===== src/design/cpu_pkg.sv =====
package cpu_pkg;

	localparam int word_width = 16;
	localparam int opcode_bits = 4;
	localparam int reg_sel_bits = 4;
	localparam int imm8_bits = 8;
	localparam int imm12_bits = 12;

	// Field positions in the instruction word
	localparam int opcode_lsb = 12;
	localparam int rd_lsb = 8;
	localparam int rb_lsb = 0;  // Immediates also start at bit 0

	localparam int flag_count = 5;
	localparam int flag_carry = 0;
	localparam int flag_zero = 1;
	localparam int flag_negative = 2;
	localparam int flag_overflow = 3;
	localparam int flag_less = 4;  // Signed a < b

	typedef enum logic [opcode_bits-1:0] {
		OP_ADD = 4'h0, OP_ADDC = 4'h1, OP_SUB = 4'h2, OP_AND = 4'h3,
		OP_OR = 4'h4, OP_XOR = 4'h5, OP_SHL = 4'h6, OP_CMP = 4'h7,
		OP_ADDI = 4'h8, OP_MOVI = 4'h9,
		OP_JMP = 4'ha, OP_LOAD = 4'hb, OP_STORE = 4'hc, OP_WAIT = 4'hd,
		OP_BLT = 4'he, OP_HALT = 4'hf
	} opcode_t;

	typedef enum logic [3:0] {
		IDLE, FETCH, DECODE, EXEC, JUMP, LOAD_ADDR, LOAD_WB,
		STORE, WAIT_TICK, BRANCH, HALTED
	} state_t;

endpackage

===== src/design/register_file.sv =====
`timescale 1ns/1ps

module register_file (
	input  logic clk,
	input  logic wait_reset,
	input  logic we,
	input  logic [cpu_pkg::reg_sel_bits-1:0] wr_sel,
	input  logic [cpu_pkg::reg_sel_bits-1:0] rd_a_sel,
	input  logic [cpu_pkg::reg_sel_bits-1:0] rd_b_sel,
	input  logic [cpu_pkg::word_width-1:0] wr_data,
	output logic [cpu_pkg::word_width-1:0] rd_a,
	output logic [cpu_pkg::word_width-1:0] rd_b
);
	import cpu_pkg::*;

	logic [word_width-1:0] regs [1 << reg_sel_bits];

	always_ff @(posedge clk)
	begin
		if (wait_reset)
		begin
			for (int i = 0; i < (1 << reg_sel_bits); i++)
				regs[i] <= '0;
		end
		else if (we)
			regs[wr_sel] <= wr_data;
	end

	assign rd_a = regs[rd_a_sel];
	assign rd_b = regs[rd_b_sel];

endmodule


===== config.mk =====
export PLATFORM = sky130hd
export DESIGN_NAME = register_file
export DESIGN_NICKNAME = d
export VERILOG_FILES = /design/src/design/cpu_pkg.sv /design/src/design/register_file.sv
export SDC_FILE = /design/constraint.sdc
export NUM_CORES = 1
export LEC_CHECK = 0
export ABC_AREA = 0
export BUFFER_PORTS_ARGS = -buffer_cell sky130_fd_sc_hd__buf_4
export CAP_MARGIN = 15
export CORE_UTILIZATION = 30
export DETAILED_ROUTE_END_ITERATION = 10
export PLACE_DENSITY = 0.56
export SLEW_MARGIN = 15
export SYNTH_ARGS = -nofsm -noshare
export SYNTH_HDL_FRONTEND = slang
export SYNTH_SLANG_ARGS = --single-unit

===== constraint.sdc =====
create_clock -name clk -period 2.2 [get_ports clk]
set_input_delay 0.22 -clock clk [delete_from_list [all_inputs] [get_ports clk]]
set_output_delay 0.22 -clock clk [all_outputs]
set_load 0.1 [all_outputs]

; ---- Word-level counts from Yosys, hierarchy flattened
; Memory sizes are Yosys's and may differ from the RTL's.
; Index checks and enable logic that the tools add are counted.
[op_classes]
n_addsub = 0
mul = 0
n_div = 0
magnitude_cmp = 0
eq_ne = 0
n_shift = 0
mux = 8
n_bitwise = 0
reduce_logical = 1
[op_table]
columns = cell, n
row1 = two-way mux 16 bit, 1
row2 = OR reduction 16 bit, 1
row3 = two-way mux 1 bit, 6
row4 = two-way mux 4 bit, 1
[word_totals]
ff_bits = 0
latch_bits = 0
ramBits = 256
mem_bits_ro = 0
inputBits = 31
elab_cells = 10
memories = 1
[memory_table]
columns = name, depth, word_bits, read_ports, rd_clocked_by_memory_dff, write_ports, line
row1 = regs, 16, 16, 2, 0, 16, register_file.sv:16  ; logic [word_width-1:0] regs [1 << reg_sel_bits];

; ---- Longest topological paths before layout
[depth]
depth_word = 5
depth_mapped = 5
mapped_depth_nobuf = 3

; ---- Worst setup path before layout
; Ideal clock, no wire load.
[synth_timing]
path_type = input-to-output
start = input port rd_a_sel[0] in the netlist's numbering
end = output port rd_a[10] in the netlist's numbering
arrival_ns = 2.000
required_time_ns = 1.980
path_slack_ns = -0.020
path_stages = 5
n_path_buf = 2
path_cell_list = buf_2 buf_2 mux4_2 a22oi_1 nand2_1
[synth_between]
elab_chain_cells = 1
[synth_lines]
columns = item, line
row1 = "start, declared", register_file.sv:8  ; input logic [cpu_pkg::reg_sel_bits-1:0] rd_a_sel,
row2 = memory read (16 x 16 bit), --
row3 = "end, declared", register_file.sv:11  ; output logic [cpu_pkg::word_width-1:0] rd_a,
; No other way between the ends.

==> parameters.txt <==
Parameter                              Value

Status
  Outcome ... finished with violations
  Violations in the final reports ... negative setup slack

Placement
  Post-DP HPWL ... 27200 µm
  IO Port Bufs ... a little over 60
  Placer's final routability congestion estimate ... between 0.7 and 0.8

Timing
  Final slew viol count ... 0
  Final Hold Viols ... 0
  Worst hold slack ... roughly 0.090 ns
  Share of the cycle needed by the critical path after routing ... 105%
  Final critical-path required period ... between 2 and 2.5 ns
  RSZ-0062 raised after global routing ... yes
  Transition time at the pin with the least slew margin ... 0.615 ns
  Final-report setup violation count ... 17
  Worst path setup slack after routing ... -0.102 ns
  Max transition margin ... slightly below 60%
  Fmax achieved ... between 400 and 500 MHz

Layout
  Fillers ... ~4.2k
  Register Area ... slightly below 8000 µm²
  Largest reg by FF count ... regs
  Ratio of cells with drive above 1 in the final layout ... between 40 and 50%
  Largest register FFs ... approximately 260
  Registers with the most flip-flops ... regs x256
  Area added between synthesis and finish ... 23.2%
  Number of nets in the layout ... about 1000
  Final core utilization ... 37.4%
  Area of the multi-input gates ... between 5000 and 6000 µm²

Global routing
  First-pass GRT wire length ... between 50000 and 60000 µm
  Number of global-route vias before repair ... slightly below 9k
  Number of antenna violations at the first check in global routing ... 3
  Largest net degree at the start of global routing ... 29
  Sum of overflow across all layers after global routing ... 0
  Overall global routing resource usage ... a little under a fifth

Logic synthesis
  Cell area after synthesis ... 13400 µm²
  Net count after synthesis ... 890
  Flop and latch count out of synthesis ... approximately 260
  Mean post-synth cell area ... between 15 and 20 µm²
  Library cells used by synthesis ... 22
  Number of synthesis warnings ... 0
  Cell count after synthesis ... ~860
  Seq/Total Area, Yosys ... a little under three fifths

Floorplan
  Area of the die ... approximately 46000 µm²
  Effective utilization at floorplan ... a little under a third
  Floorplan die width ... about 210 µm
  Number of placement rows ... 77
  Die height ... approximately 210 µm
  Count of boundary I/O pins ... 63
  Core footprint ... roughly 44000 µm²

Worst hold path
  Hold/Removal Path Class ... input port to register

Detailed routing
  Via density ... between 5 and 6
  Routed wire length per instance ... ~26 µm
  Total wire length after detailed routing ... just over 40000 µm
  Wl on met1 ... between 15000 and 20000 µm
  Routed length on met2 ... 18700 µm
  DRC viols ... 0
  Number of design-rule violations left by the first detailed-router iteration ... 909
  Number of nets still failing antenna checks after routing ... 0
  Met3 Routed Length ... 3060 µm
  Highest Signal Layer ... met5
  Drt first pass iters ... 5
  Number of vias after detailed routing ... 8267

Setup path
  WP data required ... ~2.0 ns
  Critical-path cell list ... mux4_2 > a22oi_2 > buf_4 > nand2_4 > buf_12
  Category of the most critical setup path ... register to output port
  Endpoint class of the critical path ... output port
  Slowest stage cell, crit path ... sky130_fd_sc_hd__mux4_2
  Crit path launch type ... register
  Worst EP arrival ... between 2 and 2.5 ns
  Largest driver fanout on the critical path ... 2
  Max stage delay on crit path ... 0.52 ns

CTS
  CTS max path bufs ... 3
  Number of buffers created by CTS ... 27
  CTS tree ... yes
  Buffers inserted by post-CTS timing repair ... 0
  CTS H-tree lvls ... 1
  Number of sinks on the clock net ... between 200 and 300
  Clock Tree Root ... sky130_fd_sc_hd__clkbuf_16
  Clock input transition at the sequential cells of the worst setup and hold paths ... around 0.060 ns

Job
  MaxCap Viol Count ... 0

Pwr
  Total power density per cell area ... 785 nW/µm²
  Highest ir drop seen on vdd ... ~0.49 mV
  Leakage power summed over all cells ... between 0.005 and 0.006 µW
==> routing by layer <==
layer	global-route usage, %	up-vias
li1	-	3486
met1	25.7	4318
met2	29.3	383
met3	4.01	78
met4	4.83	2
met5	0.539	-
==> stage by stage <==
step | instances | cell area (µm²) | power, µW | worst slack, ns | TNS (ns)
floorplan | 859 | 13500 | 7310 | 0.163 | 0
global placement | 1506 | 15200 | 8070 | 0.0272 | 0
detailed placement | 1506 | 15200 | 8090 | 0.00847 | 0
CTS | 1553 | 16500 | 13000 | -0.0924 | -1.19
global route | 1554 | 16500 | 13300 | -0.157 | -1.97
finish | 1554 | 16500 | 13000 | -0.102 | -0.666
==> placed cells by master (no fill, tap or decap), types with 7 or more instances in the layout <==
cell type | Yosys | routed
sky130_fd_sc_hd__and2_1 | 242 | 242
sky130_fd_sc_hd__nand2_4 | 0 | 7
sky130_fd_sc_hd__clkbuf_16 | 0 | 27
sky130_fd_sc_hd__buf_12 | 0 | 27
sky130_fd_sc_hd__buf_4 | 0 | 81
sky130_fd_sc_hd__nand2_2 | 0 | 25
sky130_fd_sc_hd__a22oi_2 | 0 | 45
sky130_fd_sc_hd__buf_6 | 0 | 17
sky130_fd_sc_hd__edfxtp_1 | 256 | 256
sky130_fd_sc_hd__or2_2 | 16 | 16
sky130_fd_sc_hd__clkinv_1 | 0 | 7
sky130_fd_sc_hd__and2_2 | 16 | 16
sky130_fd_sc_hd__a22oi_1 | 64 | 19
sky130_fd_sc_hd__mux4_2 | 128 | 128
sky130_fd_sc_hd__nor2_1 | 11 | 11
==> synthesized netlist by cell type (all sizes together) <==
library cell,instances,share of area (%)
or4b,1,0.10
mux4,128,21
nand4b,1,0.065
a22oi,64,3.6
clkbuf,58,1.7
nand2,33,0.92
nor2,14,0.49
buf,18,0.63
nand2b,2,0.093
or2,16,0.75
nor2b,4,0.19
and2,258,12
edfxtp,256,57
nand4bb,2,0.24
nor3,4,0.31
==> area by class of cell <==
cell class,instances,share of cell area (%)
Antenna cell,1,0.0151
Tap cell,592,4.48
Multi-Input combinational cell,527,34.9
Sequential cell,256,46.5
Clock buffer,29,4.13
Timing Repair Buffer,131,8.66
Clock inverter,18,1.26
==> final timing paths <==
check | startpoint | to | slack [ns] | cells past startpoint
hold / removal | wr_data[2] | regs[13][2] | 0.09 | 2
setup / recovery | regs[11][4] | rd_b[4] | -0.10 | 5
==> what timing repair did <==
item,CTS,global route
endpoints found under the setup margin,32,32
hold buffers,0,0
resized for setup,92,13
pin swaps,22,11
==> kinds of logic after synthesis <==
kind of cell           synth area share (%)
flip-flops                             57.3
AO/OA/AOI/OAI                          3.58
AND/OR/NAND/NOR                        15.3
multiplexers                           21.5
buffers and inverters                  2.29
==> report_power, final <==
group          total (µW)  internal, µW  switching [µW]
sequential           5790          5650             146
clock                4770          2810            1960
combinational        2410           911            1500
total               13000          9370            3610
==> critical path: cells and delay by family, from the launching register on <==
kind | cells | cell delay [ns]
compound gates | 1 | 0.20
buf+inv | 2 | 0.33
mux | 1 | 0.52
simple gates | 1 | 0.06
flops | 1 | 0.42
Note: power is estimated with default switching activity, not from simulation.
