### config.mk
export PLATFORM = sky130hd
export DESIGN_NAME = alu
export DESIGN_NICKNAME = d
export VERILOG_FILES = /design/src/design/cpu_pkg.sv /design/src/design/alu.sv
export SDC_FILE = /design/constraint.sdc
export NUM_CORES = 1
export LEC_CHECK = 0
export BUFFER_PORTS_ARGS = -buffer_cell sky130_fd_sc_hd__buf_2
export CORE_MARGIN = 2
export CORE_UTILIZATION = 55
export DETAILED_ROUTE_END_ITERATION = 6
export GPL_TIMING_DRIVEN = 0
export PLACE_DENSITY = 0.79
export SYNTH_ARGS = -nofsm -noshare
export SYNTH_HDL_FRONTEND = slang
export SYNTH_SLANG_ARGS = --single-unit
### constraint.sdc
create_clock -name vclk -period 18.8
set_input_delay 5.64 -clock vclk [all_inputs]
set_output_delay 5.64 -clock vclk [all_outputs]
set_load 0.1 [all_outputs]
### src/design/cpu_pkg.sv
package cpu_pkg;

	localparam int word_width = 16;
	localparam int opcode_bits = 4;
	localparam int reg_sel_bits = 4;
	localparam int imm8_bits = 8;
	localparam int imm12_bits = 12;

	// Field positions in the instruction word
	localparam int opcode_lsb = 12;
	localparam int rd_lsb = 8;
	localparam int rb_lsb = 0;  // Immediates also start at bit 0

	localparam int flag_count = 5;
	localparam int flag_carry = 0;
	localparam int flag_zero = 1;
	localparam int flag_negative = 2;
	localparam int flag_overflow = 3;
	localparam int flag_less = 4;  // Signed a < b

	typedef enum logic [opcode_bits-1:0] {
		OP_ADD = 4'h0, OP_ADDC = 4'h1, OP_SUB = 4'h2, OP_AND = 4'h3,
		OP_OR = 4'h4, OP_XOR = 4'h5, OP_SHL = 4'h6, OP_CMP = 4'h7,
		OP_ADDI = 4'h8, OP_MOVI = 4'h9,
		OP_JMP = 4'ha, OP_LOAD = 4'hb, OP_STORE = 4'hc, OP_WAIT = 4'hd,
		OP_BLT = 4'he, OP_HALT = 4'hf
	} opcode_t;

	typedef enum logic [3:0] {
		IDLE, FETCH, DECODE, EXEC, JUMP, LOAD_ADDR, LOAD_WB,
		STORE, WAIT_TICK, BRANCH, HALTED
	} state_t;

endpackage
### src/design/alu.sv
`timescale 1ns/1ps

module alu (
	input  logic [cpu_pkg::word_width-1:0] a,
	input  logic [cpu_pkg::word_width-1:0] b,
	input  logic [cpu_pkg::word_width-1:0] instr,
	input  logic carry_in,
	output logic [cpu_pkg::word_width-1:0] result,
	output logic [cpu_pkg::flag_count-1:0] flags
);
	import cpu_pkg::*;

	localparam int sum_bits = word_width + 1;
	localparam int shamt_bits = $clog2(word_width);
	localparam int msb = word_width - 1;

	opcode_t op;
	logic [word_width-1:0] operand;
	logic cin;
	logic carry;
	logic overflow;

	assign op = opcode_t'(instr[opcode_lsb +: opcode_bits]);
	// ADDI takes the sign-extended immediate
	assign operand = (op == OP_ADDI)
		? {{(word_width - imm8_bits){instr[imm8_bits-1]}}, instr[imm8_bits-1:0]} : b;
	assign cin = (op == OP_ADDC) ? carry_in : 1'b0;

	always_comb
	begin
		carry = 1'b0;
		overflow = 1'b0;
		case (op)
			OP_ADD, OP_ADDC, OP_ADDI:
			begin
				{carry, result} = {1'b0, a} + {1'b0, operand} + sum_bits'(cin);
				overflow = (a[msb] == operand[msb]) && (result[msb] != a[msb]);
			end
			OP_SUB, OP_CMP:
			begin
				{carry, result} = {1'b0, a} - {1'b0, b};  // Carry holds the borrow
				overflow = (a[msb] != b[msb]) && (result[msb] != a[msb]);
			end
			OP_AND: result = a & b;
			OP_OR: result = a | b;
			OP_XOR: result = a ^ b;
			OP_SHL: result = a << b[shamt_bits-1:0];
			OP_MOVI: result = {{(word_width - imm8_bits){1'b0}}, instr[imm8_bits-1:0]};
			default: result = a;
		endcase
	end

	always_comb
	begin
		flags = '0;
		flags[flag_carry] = carry;
		flags[flag_zero] = (result == '0);
		flags[flag_negative] = result[msb];
		flags[flag_overflow] = overflow;
		flags[flag_less] = $signed(a) < $signed(b);
	end

endmodule

# Yosys cells after proc, flatten, opt, wreduce, memory -nomap -nowiden
# Index checks and enable logic that the tools add are counted.
# totals
reg_bits	0
input_bits	49
output_inout_bits	21
elab_cells	32
# classes
addsub	3
n_lt_le_gt_ge	1
n_eq_ne	13
shifts	1
n_mux	5
n_bitwise	3
reduce_logical	6
# ops
operator	n
16-bit case mux with 7 select lines	1
16-bit by 16-bit adder with 17-bit output	1
17-bit by 1-bit adder with 17-bit output	1
16-bit by 16-bit subtractor with 17-bit output	1
16-bit AND	1
4-bit by 3-bit equality test with 1-bit output (second input constant)	4
16-bit logical NOT	1
16-bit < comparator	1
16-bit 2-to-1 mux	1
16-bit bitwise OR	1
16-bit by 4-bit left shift with 16-bit output	1
16-bit bitwise XOR	1
4-bit by 2-bit equality test with 1-bit output (second input constant)	2
4-bit equality test (second input constant)	2
4-bit by 1-bit equality test with 1-bit output (second input constant)	1
4-bit logical NOT	1
1-bit case mux with 2 select lines	2
1-bit inequality test	3
3-bit OR reduction	1
1-bit logical AND	2
2-bit OR reduction	1
1-bit equality test	1
1-bit 2-to-1 mux	1

# Depth between registers and ports, before layout
# depth
depth_word	7
mapped_depth	22
mapped_depth_nobuf	17

# Worst setup path after synthesis
# Ideal clock, no wire load.
# synth_path
path_type	input -> output
from	in instr[15] in the netlist's numbering
to	out flags[1] in the netlist's numbering
arrival_ns	12.376
slack_ns	0.784
cell_stages	19
path_buffers	6
path_cell_list	buf_2 -> buf_1 -> buf_2 -> clkbuf_1 -> clkbuf_1 -> nand3b_1 -> inv_1 -> clkbuf_1 -> o21ai_0 -> fa_1 -> inv_1 -> fa_1 -> a21oi_1 -> o32ai_1 -> a31oi_1 -> or4_1 -> or4_1 -> or4b_1 -> nor4_2
# synth_via
elab_chain_len	6
elab_cells_between_ends	18
classes_between	add/sub (2); eq/ne (9); mux (3); reduce/logical (4)
# synth_rtl
item	line	source
from (decl)	alu.sv:6	input logic [cpu_pkg::word_width-1:0] instr,
4-bit equality test	alu.sv:25, alu.sv:33	
16-bit 2-to-1 mux	alu.sv:26	? {{(word_width - imm8_bits){instr[imm8_bits-1]}}, instr[imm8_bits-1:0]} : b;
16-bit by 16-bit adder with 17-bit output	alu.sv:36	{carry, result} = {1'b0, a} + {1'b0, operand} + sum_bits'(cin);
17-bit by 1-bit adder with 17-bit output	alu.sv:36	
16-bit case mux with 7 select lines *	alu.sv:33	case (op)
via result (one bit)	alu.sv:8	output logic [cpu_pkg::word_width-1:0] result,
16-bit logical NOT *	alu.sv:57	flags[flag_zero] = (result == '0);
to (decl)	alu.sv:9	output logic [cpu_pkg::flag_count-1:0] flags
# Mark *: on every way through the listed nets, which the timed path passes. The rest lies on a longest branch.

# Worst setup path after layout
# layout_path
from	in instr[15] in the netlist's numbering
to	out flags[1] in the netlist's numbering
# layout_via
elab_chain_len	6
elab_cells_between_ends	18
classes_between	add/sub (2); eq/ne (9); mux (3); reduce/logical (4)
# layout_rtl
item	line
4-bit equality test	alu.sv:25, alu.sv:33
16-bit 2-to-1 mux	alu.sv:26
16-bit by 16-bit adder with 17-bit output	alu.sv:36
17-bit by 1-bit adder with 17-bit output	alu.sv:36
16-bit case mux with 7 select lines *	alu.sv:33
16-bit logical NOT *	alu.sv:57
# Every way passes the cells marked *; elsewhere a longest branch is shown, timed or not.

==> out/results.md <==
| Item | This run | Unit |
|---|---|---|
| Count of endpoints failing setup in the final report | 0 | - |
| Final core utilization | 63.8 | % |
| Starting density of the core | 57.3 | % |
| Quantity of gates resized following cts | 0 | - |
| Total negative slack | 0 | ns |
| DRC Markers | 0 | - |
| Total number of yosys warnings | 0 | - |
| Status | completed | - |
| Met1 usage in global routing | 51.6 | % |
| Number of vias in the routed layout | 4905 | - |
| Power density over the cells | 40.3 | nW/um^2 |
| Final-layout fill cell count | 699 | - |
| Vias in the first global route | 4460 | - |
| DP HPWL | 11600 | um |
| PortBufs | 65 | - |
| Global-route wire length before repair | 22600 | um |
| Leak Pwr | 2.11 | nW |
| Largest fanout of any net on the critical path | 10 | - |
| Count of max-cap constraint violations | 0 | - |
| Clock period minus worst slack | 18.19 | ns |
| Critical Path Start Type | input pin | - |
| Row count | 30 | - |
| Core ar. | 6870 | um^2 |
| Slew HR | 2.04 | % |
| Required time of the critical path | 13.16 | ns |
| Pin slew with the least headroom to its limit | 1.46 | ns |
| DIE WIDTH | 88.6 | um |
| Pin count of the biggest net entering global routing | 12 | - |
| Vertical die dimension | 88.6 | um |
| Overall routed net length | 14300 | um |
| Fraction of final layout cells sized beyond drive strength 1 | 14.1 | % |
| DP Worst Slack | 0.907 | ns |
| Setup ws final | 0.608 | ns |
| Critical path's slowest cell | or4b_1 | - |
| Yosys top cell by area | ha_1 | - |
| Post-Synthesis Cell Area | 3940 | um^2 |
| Overflow after GRT | 0 | - |
| Routing usage on met3 | 5.97 | % |
| Number of cells on the worst hold path | 4 | - |
| Global-route usage over all layers | 36.3 | % |
| Mapped Nets | 720 | - |
| Antenna violation net count after detailed routing | 0 | - |
| Start point of the worst hold path | a[0] | - |
| Post-CTS setup-driven buffer insertion count | 0 | - |
| Highest-utilization routing layer at the global route stage | met2 | - |
| Average instance area after synthesis | 6.51 | um^2 |
| RSZ-0062 raised after global routing | no | - |
| Cell Chain, Critical Path | buf_2 > buf_2 > buf_1 > buf_2 > clkbuf_1 > clkbuf_1 > nand3b_1 > inv_1 > clkbuf_1 > o21ai_0 > fa_1 > inv_1 > fa_1 > nand2b_1 > nand3_1 > o2bb2ai_1 > o21ai_0 > o32a_1 > or4_1 > or4_1 > or4b_1 > nor4_2 > buf_2 | - |
| Sequential cell area | 0 | um^2 |
| Initial antenna violation count | 0 | - |
| Hold Buf Count CTS | 0 | - |
| Top-level port count | 70 | - |
| Final hold violations | 0 | - |
| Top-area cell type share of the netlist area | 20.3 | % |
| Routability congestion estimate | 0.985 | - |
| Antenna diode count | 0 | - |
| Number of nets at the end of the flow | 787 | - |
| Met2 Resource Use GR | 58.2 | % |
| First drt pass iteration count | 6 | - |
| Die ar. | 7850 | um^2 |
| Endpoint arrival time on the critical path | 12.55 | ns |
| Hold path endpoint | result[0] | - |
| Ratio of routed vias to standard cells | 6.41 | - |
| WS Path Type | in2out | - |
| Highest clock rate | 55.0 | MHz |
| Final-layout clock buffer total | 0 | - |
| Path type of the worst min-delay path | in2out | - |
| Main area contributors after synthesis | ha_1 (20%), a21oi_1 (7.5%), nor2_1 (7.2%), o21ai_0 (6.5%), nand2_1 (5.3%) | - |
| Share of synthesized area occupied by flip-flops and latches | 0 | % |
| WL/cell | 18.7 | um |
| Portion of the clock cycle consumed by the worst path in the final layout | 96.8 | % |
| Number of pins exceeding their max-slew limit in the final report | 0 | - |
| Kind of end point of the critical path | output pin | - |
| Post-Route Hold Slack | 11.89 | ns |
| Sequential cell count | 0 | - |
| Post-synthesis to final-layout area growth | 11.3 | % |
| Power, Total | 0.177 | mW |
| Number of distinct library cells after synthesis | 67 | - |
| Gate Count Post-Synth | 604 | - |
| Peak supply drop | 0.0371 | mV |
| Crit-path leading delay family | buffers and inverters | - |
| Violation count after the first detailed-route iteration | 616 | - |
| Count of buffering cells on the critical path with inverters included | 10 | - |
| Most frequent cell on the critical path | buf_2 | - |
| Largest stage delay on the critical path | 0.60 | ns |
-- metrics by stage --
stage                     instance area [um^2]  instances
final                                     4380        765
after global routing                      4380        765
after CTS                                 4380        765
after detailed placement                  4380        765
after global placement                    4380        765
after floorplan                           3940        604
-- kinds of logic after synthesis --
| group | synth area share (%) |
|---|---|
| XOR/XNOR | 3.75 |
| adder cells (fa/ha/maj) | 21.9 |
| AO/OA/AOI/OAI | 33.9 |
| buffers and inverters | 9.22 |
| AND/OR/NAND/NOR | 23.2 |
| multiplexers | 8.04 |
-- per-layer routing --
layer / up-vias / share of wire (%) / wire [um]
met1: 2274 / 43 / 6140
li1: 2323 / - / -
met5: - / 0 / 0
met3: 25 / 11 / 1610
met2: 283 / 44 / 6280
met4: 0 / 2.0 / 287
-- cell usage in the layout, fill, tap and decap left out, drive strengths merged, types with 7 or more instances in the layout --
| cell | n |
|---|---|
| nor3 | 12 |
| nand2 | 56 |
| xnor2 | 10 |
| inv | 54 |
| a21o | 14 |
| a211oi | 9 |
| nor2 | 76 |
| buf | 86 |
| nand3 | 7 |
| mux2i | 20 |
| nand2b | 10 |
| a21oi | 59 |
| ha | 64 |
| o21ai | 54 |
| clkbuf | 13 |
-- where the power goes --
part	switching, mW	internal (mW)
logic	0.124	0.0527
clock network	0	0
registers	0	0
total	0.124	0.0527
-- how the worst max path moves through the flow --
stage,startpoint,to,cells after the start
after floorplan,instr[15],flags[1],19
after global placement,instr[15],flags[1],23
after detailed placement,instr[15],flags[1],23
after CTS,instr[15],flags[1],23
after global routing,instr[15],flags[1],23
final,instr[15],flags[1],23
-- cell usage after synthesis (all sizes together), types with 4 or more instances --
cell type,instances
mux2i,20
mux2,6
a221oi,6
nor3b,5
o31ai,4
nor2b,5
o21a,4
o32a,4
nor2,76
inv,54
or4,4
a311oi,5
nand4,4
a2111oi,4
nand2b,10
ha,64
a21oi,59
a211oi,9
xor2,6
or3,4
a21o,14
buf,21
o22ai,5
o21ai,54
nand2,56
nor3,12
a31oi,6
xnor2,10
nand3,7
o32ai,5
clkbuf,13
-- layout make-up --
class              instances  area (um^2)  area share (%)
inverters                 54          203            4.63
repair buffers            65          325            7.43
multi-input cells        516         3570            81.5
well taps                 96          120            2.74
plain buffers             34          160            3.66
No activity file was read; power rests on OpenSTA's default activity.
