$ cat src/design/display_pkg.sv
package display_pkg;

	localparam int digit_count = 4;
	localparam int segment_bits = 7;

	// Segments g..a, a zero bit lights the segment
	function automatic logic [segment_bits-1:0] segment_pattern(input logic [3:0] digit);
		case (digit)
			4'd0: return 7'b1000000;
			4'd1: return 7'b1111001;
			4'd2: return 7'b0100100;
			4'd3: return 7'b0110000;
			4'd4: return 7'b0011001;
			4'd5: return 7'b0010010;
			4'd6: return 7'b0000010;
			4'd7: return 7'b1111000;
			4'd8: return 7'b0000000;
			4'd9: return 7'b0010000;
			default: return 7'b1111111;  // Blank
		endcase
	endfunction

endpackage

$ cat src/design/segment_display.sv
`timescale 1ns/1ps

module segment_display #(
	parameter int scan_cycles = 1024
) (
	input  logic clk,
	input  logic wait_reset,
	input  logic [15:0] value,
	output logic [display_pkg::segment_bits-1:0] seven_segment,
	output logic [display_pkg::digit_count-1:0] digit_enable,
	output logic [3:0] leds
);
	import display_pkg::*;

	localparam int scan_bits = $clog2(scan_cycles + 1);
	localparam int sel_bits = $clog2(digit_count);

	logic [3:0] digits [digit_count];
	logic [scan_bits-1:0] scan_count;
	logic [sel_bits-1:0] digit_sel;

	// Decimal split of the low four digits
	always_comb
	begin
		digits[0] = 4'(value % 16'd10);
		digits[1] = 4'((value / 16'd10) % 16'd10);
		digits[2] = 4'((value / 16'd100) % 16'd10);
		digits[3] = 4'((value / 16'd1000) % 16'd10);
	end

	assign leds = 4'(value / 16'd10000);  // At most 6

	////////////////////////////////////////
	// Digit scan
	////////////////////////////////////////
	always_ff @(posedge clk)
	begin
		if (wait_reset)
		begin
			scan_count <= '0;
			digit_sel <= '0;
		end
		else if (scan_count == scan_bits'(scan_cycles - 1))
		begin
			scan_count <= '0;
			digit_sel <= digit_sel + 1'b1;  // Wraps after the top digit
		end
		else
			scan_count <= scan_count + 1'b1;
	end

	assign digit_enable = ~(digit_count'(1) << digit_sel);
	assign seven_segment = segment_pattern(digits[digit_sel]);

endmodule

$ cat config.mk
export PLATFORM = sky130hd
export DESIGN_NAME = segment_display
export DESIGN_NICKNAME = d
export VERILOG_FILES = /design/src/design/display_pkg.sv /design/src/design/segment_display.sv
export SDC_FILE = /design/constraint.sdc
export NUM_CORES = 1
export LEC_CHECK = 0
export BUFFER_PORTS_ARGS = -buffer_cell sky130_fd_sc_hd__buf_2
export CORE_MARGIN = 5
export CORE_UTILIZATION = 35
export CTS_CLUSTER_SIZE = 40
export DETAILED_ROUTE_END_ITERATION = 16
export GPL_TIMING_DRIVEN = 0
export PLACE_DENSITY = 0.51
export SLEW_MARGIN = 10
export SYNTH_ARGS = -nofsm -noshare
export SYNTH_HDL_FRONTEND = slang
export SYNTH_SLANG_ARGS = --single-unit
$ cat constraint.sdc
create_clock -name clk -period 9.4 [get_ports clk]
set_input_delay 1.41 -clock clk [delete_from_list [all_inputs] [get_ports clk]]
set_output_delay 1.41 -clock clk [all_outputs]
set_load 0.02 [all_outputs]
After elaboration in Yosys (flattened, before gate mapping)
Memories as Yosys holds them, arrays and structs flattened.
Index checks and enable logic that the tools add are counted.
{"block": "op_classes", "n_mux": 3, "div": 8, "shift": 1, "add_sub_neg": 2, "order_cmp": 1, "bitwise_logic": 2, "n_mul": 0, "reduce_logical": 1, "n_eq_ne": 1}
{"operator": "modulo 16 x 4 -> 16 bit, second input constant", "count": 4}
{"operator": "divider 16 x 10 -> 16 bit, second input constant", "count": 1}
{"operator": "divider 16 x 14 -> 16 bit, second input constant", "count": 1}
{"operator": "divider 16 x 4 -> 16 bit, second input constant", "count": 1}
{"operator": "divider 16 x 7 -> 16 bit, second input constant", "count": 1}
{"operator": "adder 11 x 1 -> 11 bit, second input constant", "count": 1}
{"operator": "== test 11 x 10 -> 1 bit, second input constant", "count": 1}
{"operator": "binary-select mux 4 bit (select 2 bit)", "count": 1}
{"operator": "2-to-1 mux 4 bit", "count": 2}
{"operator": "inverter 4 bit", "count": 1}
{"operator": "left shift 1 x 2 -> 4 bit, first input constant", "count": 1}
{"operator": "greater-or-equal comparator 3 bit, second input constant", "count": 1}
{"operator": "inverter 2 -> 3 bit", "count": 1}
{"operator": "adder 2 x 1 -> 2 bit, second input constant", "count": 1}
{"operator": "OR reduction 2 bit", "count": 1}
{"block": "totals", "register_bits": 13, "out_inout_bits": 15, "mem_bits_rw": 0, "in_bits": 18, "n_memories": 1, "romBits": 112, "latchBits": 0, "word_cells": 22}
{"memory": "(no name shown)", "depth": 16, "word_bits": 7, "read_ports": 1, "rd_clocked_by_memory_dff": 0, "wr": 0, "line": "display_pkg.sv:8", "text": "case (digit)"}

Logic depth before layout (Yosys ltp)
Gate-level depths: netlist of the first run.
An unclocked memory read counts as a cell.
{"block": "depth", "word_depth": 6, "mapped_depth": 42, "mapped_depth_nobuf": 37}

Worst setup path before layout of the first run
Ideal clock, no wire load.
{"block": "synth_timing", "kind": "input to output", "from": "input value[12]", "to": "output seven_segment[0] (netlist bit)", "arrival_time_ns": 8.574, "required_ns": 7.990, "n_path_buf": 6, "path_stages": 37, "slack_ns": -0.584, "cell_sequence": "buf_6 > buf_6 > buf_6 > and4_1 > buf_2 > a311o_1 > a21oi_1 > or2_0 > buf_2 > a21oi_1 > or2_0 > clkbuf_1 > a211oi_1 > a21oi_1 > a211oi_1 > nand3_1 > o21ai_1 > inv_2 > o221a_2 > or3_1 > and3_1 > a311o_1 > o31ai_2 > inv_1 > a31oi_1 > ha_1 > nand2_1 > o21ai_0 > a32oi_1 > o211ai_1 > xnor2_1 > ha_1 > a311o_1 > a211oi_1 > a211oi_2 > or4_1 > nand3_1"}
{"block": "synth_between", "elab_chain_cells": 6, "word_cells_on_any_way": 11, "cone_classes": "div: 7; mux: 3; memory: 1"}
{"item": "start: declaration", "line": "segment_display.sv:8", "text": "input logic [15:0] value,"}
{"item": "divider 16 x 10 -> 16 bit, or another cell as far along", "line": "segment_display.sv:28", "text": "digits[3] = 4'((value / 16'd1000) % 16'd10);"}
{"item": "modulo 16 x 4 -> 16 bit, on equally long branches", "line": "segment_display.sv:28, segment_display.sv:26, segment_display.sv:27"}
{"item": "binary-select mux 4 bit (select 2 bit) *", "line": "segment_display.sv:53", "text": "assign seven_segment = segment_pattern(digits[digit_sel]);"}
{"item": "2-to-1 mux 4 bit (implied by the code) * (2 in series)", "line": "segment_display.sv:53"}
{"item": "memory (16 x 7 bit) *"}
{"item": "end: declaration", "line": "segment_display.sv:9", "text": "output logic [display_pkg::segment_bits-1:0] seven_segment,"}
Mark *: on every way between the ends. The rest lies on a longest branch, timed or not. The select of a mux whose other input is x is not followed.

Final worst setup path of the first run
{"block": "layout_timing", "from": "input value[15]", "to": "output seven_segment[0] (netlist bit)"}
The elaborated chain is that of the path after synthesis.

==> reports/metrics.cfg, run 1 <==
[critical_path]
reg2reg_depth = 7
worstReg2RegEnd = scan_count[5]
crit_family = compound AO/OA/AOI/OAI gates
crit_buf_inv = 13
end_kind = output port
r2r-start = scan_count[0]
slowest_stage = or4_4
crit_path_start_kind = input port
max_stage_delay_ns = 0.54
worstPathMaxFanout = 8
cpMostUsedCell = buf_8
critPathArrivalTime_ns = 8.70
critPathRequiredTime_ns = 7.99
crit_type = in -> out
r2r_setup_slack_ns = 7.36

[global_routing]
antenna_found_initial = 0
grt_start_max_net_pins = 11
track_usage_pct = 23.7
grt-ovfl-total = 0
grt_pass1_vias = 9748
grt_pass1_wl_mm = 51.9

[detailed_routing]
routed_wl_mm = 34.4
drt_pre_antenna_iters = 6
drc = 0
drtAntennaViolNets = 0
vias = 10885
viasPerCell = 6.53
routedWlPerCell_um = 20.7
first_iter_violations = 1119

[clock_network]
cts.clk_slew.worst_paths_ns = 0.04
cts_num_sinks = 13
cts_max_level = 1
numCtsBuffers = 3
insertion_delay_ns = 0.24
clk_path_buf_depth = 2
cts_root_buf = clkbuf_16
ctsHoldBuffers = 0
cts_tree = yes

[sta]
finalSetupViolCount = 7
max_slew.worst_pin.slew_ns = 0.743
slew_violations = 0
fin_hold_ws_ns = 0.462
rsz0062_at_grt = true
setup_slack_ns = -0.714
post-route-period-util_pct = 108
max_freq_mhz = 98.9
period_minus_slack_ns = 10.11
skew_ns = 0.00481
hold_viol = 0
max-slew-margin-rel_pct = 50.1

[floorplan]
start_util_pct = 35.3
die_w_um = 160
die_h_um = 160
rows = 55
core_area_um2 = 22400
die_area_um2 = 25800
pin_count = 33

[synth]
syn_nets = 1209
synthArstFlopShare_pct = 0
synth-seq-cells = 13
yosys_most_used_dff = dfxtp_1
synth-seq-area-share_pct = 3.28
netlist_area_um2 = 7930
syn_inst = 1172
synth_edf_count = 0
synth_cell_types = 129
yosysWarningCount = 0
avgSynthCellArea_um2 = 6.76

[placement]
hpwl_mm = 22.8
gp_congestion = 0.901
dp_cells = 1480
port_buffers = 23

[finish]
drive_gt1_share_pct = 41.8
fillerInstances = 2126
syn2layout_area_growth_pct = 52.5
n_antenna_cell = 0
nets = 1420
final-instance-count-excl-fill = 1667

[power_and_ir_drop]
leakagePower_nw = 4.40
p_total_mw = 2.74
ir_drop_uv = 151
pwr_density_cell_nw_per_um2 = 227

[flow_run]
drv_cap = 0

[outcome]
status = finished with violations
violations = negative setup slack

[hold_path]
min_to = scan_count[0]
min_path_type = reg -> reg
min-delay-start = scan_count[0]
min_path_cells = 1

==> per-stage QoR <==
step | TNS [ns] | utilization, % | cell area [µm²] | setup slack (ns)
after floorplan | -0.0369 | - | 8240 | -0.0307
after global placement | -12.50 | 38.8 | 8710 | -1.73
after detailed placement | -12.25 | 38.8 | 8710 | -1.68
after CTS | -3.52 | 47.2 | 10600 | -0.596
after global routing | -6.23 | 53.9 | 12100 | -0.924
final | -4.59 | 53.9 | 12100 | -0.714
==> cells by family after synthesis <==
| kind of cell | share of synthesized area, % |
|---|---|
| and+or+nand+nor | 30.1 |
| muxes | 2.42 |
| buffers and inverters | 8.30 |
| xor gates and xnor gates | 6.62 |
| adders and majority gates | 3.88 |
| AOI/OAI and AO/OA | 45.3 |
| DFF | 3.28 |
| other | 0.0473 |
==> power breakdown <==
part / internal (mW) / switching (mW)
Clock: 0.0572 / 0.0230
Sequential: 0.0564 / 0.000993
Combinational: 1.19 / 1.41
==> cell type report <==
type	instances	area [µm²]	share of cell area [%]
timing repair buffer	211	1710	14.2
clock buffer	4	78.8	0.652
buffer	96	823	6.81
multi-input combinational	1020	8690	71.9
sequential	13	260	2.15
inverter	38	159	1.31
tap	285	357	2.95
==> layout by cell type, fill, tap and decap left out, types with 15 or more instances in the layout <==
master,synthesis,final
nand3_1,53,42
nand2_1,95,84
buf_8,0,21
buf_6,8,27
a21o_1,18,16
a31oi_1,23,17
nor2_1,108,97
nor3_1,39,31
buf_4,9,183
xnor2_1,47,38
o21ai_1,20,20
o211ai_1,21,21
o21ai_0,74,53
o21ai_2,1,15
inv_1,28,26
clkbuf_1,50,26
a21oi_1,58,42
buf_2,31,20
==> flip-flops by register name (all words and copies together) (netlist names) <==
| register | cells |
|---|---|
| scan_count | 11 |
| digit_sel | 2 |
==> synthesized netlist by cell type, types with 9 or more instances <==
cell type,instances,area [µm²]
o21ai_0,74,370
or3_1,13,81.3
xor2_1,11,96.3
dfxtp_1,13,260
a21o_1,18,135
nor2_1,108,405
nor4_1,13,81.3
o22ai_1,14,87.6
buf_4,9,67.6
o211ai_1,21,158
inv_1,28,105
ha_1,19,238
and3_1,15,93.8
nand2_1,95,357
nand3b_1,11,82.6
a22oi_1,13,97.6
o21ai_1,20,100
a221oi_1,11,96.3
clkbuf_1,50,188
nor2b_1,9,56.3
buf_2,31,155
a311oi_1,14,123
nor3_1,39,195
nand4_1,14,87.6
a21oi_1,58,290
a211oi_1,19,143
a31oi_1,23,144
xnor2_1,47,412
a2111oi_0,12,105
nand3_1,53,265
nand2b_1,13,81.3
o21a_1,11,82.6
==> per-layer routing <==
metal	up-vias	track usage (%)	wire (µm)
li1	4993	-	-
met1	5279	33.9	15700
met2	505	38.2	15600
met3	108	2.31	2310
met4	0	5.75	876
met5	-	0	0
==> what timing repair did <==
item                                    4_1_cts  5_1_grt
gates cloned                                  2        0
endpoints found under the setup margin        8        8
endpoints found under the hold margin         0        0
pin swaps                                    74      116
gates resized for setup                     206      191
buffers inserted                            111       76
==> worst max path at each step <==
stage / cells after the start / start / slack, ns / endpoint
after global routing: 40 / value[13] / -0.92 / seven_segment[3]
final: 39 / value[15] / -0.71 / seven_segment[0]
after detailed placement: 32 / value[9] / -1.68 / seven_segment[0]
after floorplan: 37 / value[12] / -0.03 / seven_segment[0]
after global placement: 30 / value[9] / -1.73 / seven_segment[0]
after CTS: 38 / value[15] / -0.60 / seven_segment[3]
Power figures use the tool's default switching activity.
==> inputs of run 2 (changes only) <==
Settings changed: SETUP_SLACK_MARGIN set to 0.15.
==> run 2 against run 1 <==
Compared with the run above:
- the flow still finishes with violations (negative setup slack)
- register-to-register slack got worse by 0.02 ns
- sequential power about the same
- via count increased by 2.3%
- first-iteration DRC count decreased by 2.1%
- hold slack improved by 0.0063 ns
- clock skew decreased by 0.0031 ns
- clock power decreased by 2%
- global-route usage increased by 0.55 points
- non-clock buffer count increased by 35
- routed wire length increased by 2.8%
- maximum frequency decreased by 2.4%
- largest cell class unchanged
- highest routed layer unchanged
==> reports/metrics.cfg, run 2 (same netlist as run 1, synthesis figures left out) <==
[detailed_routing]
wl_met2_mm = 16.3
drt_pre_antenna_iters = 7
drc = 0
met1_length_mm = 15.7
routed_wl_mm = 35.4
dr_wl_met3_mm = 2.46
first_iter_violations = 1095
routedWlPerCell_um = 20.8
viasPerCell = 6.54
drtAntennaViolNets = 0
vias = 11131
dr.max_layer_used = met4

[sta]
post-route-period-util_pct = 110
max_freq_mhz = 96.5
period_minus_slack_ns = 10.36
fin_hold_ws_ns = 0.468
hold_viol = 0
max-slew-margin-rel_pct = 47.9
slew_violations = 0
skew_ns = 0.00176
rsz0062_at_grt = true
max_slew.worst_pin.slew_ns = 0.772
finalSetupViolCount = 8
tns_ns = -6.26
setup_slack_ns = -0.959

[finish]
final_cell_mix = buf_4 (210), nor2_1 (94), nand2_1 (87), o21ai_0 (53)
final_common_cell = buf_4
fillerInstances = 2009
largest_reg_flops = 11
reg_top3 = scan_count: 11 flops, digit_sel: 2 flops
final-instance-count-excl-fill = 1702
n_antenna_cell = 0
nets = 1455
regMostFlops = scan_count
drive_gt1_share_pct = 43.3
syn2layout_area_growth_pct = 55.9

[clock_network]
numCtsBuffers = 3
clk_path_buf_depth = 2
insertion_delay_ns = 0.24
cts_max_level = 1
ctsHoldBuffers = 0
cts_root_buf = clkbuf_16
cts_tree = yes
cts_num_sinks = 13
cts.clk_slew.worst_paths_ns = 0.04

[power_and_ir_drop]
ir_drop_uv = 151
sequentialPowerShare_pct = 2.1
pwr_density_cell_nw_per_um2 = 222
switching_share_pct = 52.7
p_total_mw = 2.74
netSwitchingPower_mw = 1.45
clockPowerShare_pct = 2.9
p_comb_share_pct = 95.0
leakagePower_nw = 4.60
internal_power_mw = 1.30

[floorplan]
pin_count = 33
core_area_um2 = 22400
rows = 55
die_h_um = 160
start_util_pct = 35.3
die_area_um2 = 25800
die_w_um = 160

[hold_path]
min_path_type = reg -> reg

[global_routing]
track_usage_pct = 24.2
antenna_found_initial = 0
grt_pass1_wl_mm = 53.6
grt_pass1_vias = 10207
grt-ovfl-total = 0
grt_start_max_net_pins = 11

[critical_path]
max_stage_delay_ns = 0.58
crit_path_start_kind = input port
slowest_stage = or4_4
end_kind = output port
crit_type = in -> out
crit_buf_inv = 12
critPathRequiredTime_ns = 7.99
cpMostUsedCell = buf_8
worstPathMaxFanout = 7
critPathArrivalTime_ns = 8.95
crit_family = compound AO/OA/AOI/OAI gates

[placement]
dp_cells = 1480
gp_congestion = 0.898
port_buffers = 23
hpwl_mm = 22.7

[outcome]
status = finished with violations
violations = negative setup slack

[flow_run]
drv_cap = 0

run 2: cell count changes in the layout (fill, tap and decap cells not counted), sizes merged:
cell,change
clkbuf,+4
bufbuf,-1
inv,-1
buf,+32
clkinv,+1
run 2: what timing repair did:
| action | 4_1_cts | 5_1_grt |
|---|---|---|
| endpoints found under the setup margin | 8 | 8 |
| gates resized for setup | 240 | 178 |
| buffers inserted | 136 | 79 |
| cloned | 3 | 0 |
| pin swaps | 83 | 116 |
run 2: layout make-up:
class / instances / area [µm²] / share of cell area [%]
multi-input cells: 1020 / 8700 / 70.4
clock buffers: 4 / 78.8 / 0.638
repair buffers: 240 / 1930 / 15.6
plain buffers: 102 / 866 / 7.01
well taps: 285 / 357 / 2.89
flip-flops and latches: 13 / 260 / 2.11
inverters: 38 / 165 / 1.34
run 2: worst paths after layout:
check,startpoint,end,slack [ns],cells past startpoint
hold reg to reg,scan_count[0],scan_count[0],0.47,1
setup / recovery,value[13],seven_segment[0],-0.96,39
setup reg to reg,scan_count[0],scan_count[5],7.34,7
hold / removal,scan_count[0],scan_count[0],0.47,1
run 2: per-layer routing:
layer	global-route usage, %	up-vias
met5	0	-
met4	5.32	0
met3	2.28	115
met2	39.8	563
met1	34.4	5384
li1	-	5069
run 2: power groups by stage:
stage | logic, mW | registers, mW | clock network [mW]
finish | 2.61 | 0.0575 | 0.0785
global placement | 1.79 | 0.0584 | 0
global route | 2.77 | 0.0575 | 0.0834
CTS | 2.16 | 0.0575 | 0.0804
floorplan | 1.42 | 0.0582 | 0
detailed placement | 1.79 | 0.0585 | 0
run 2: stage by stage:
step,setup slack [ns],area (µm²),utilization (%)
after detailed placement,-1.72,8710,38.8
after floorplan,-0.0307,8240,-
after global placement,-1.73,8710,38.8
after global routing,-1.13,12400,55.1
after CTS,-0.553,10900,48.7
final,-0.959,12400,55.1
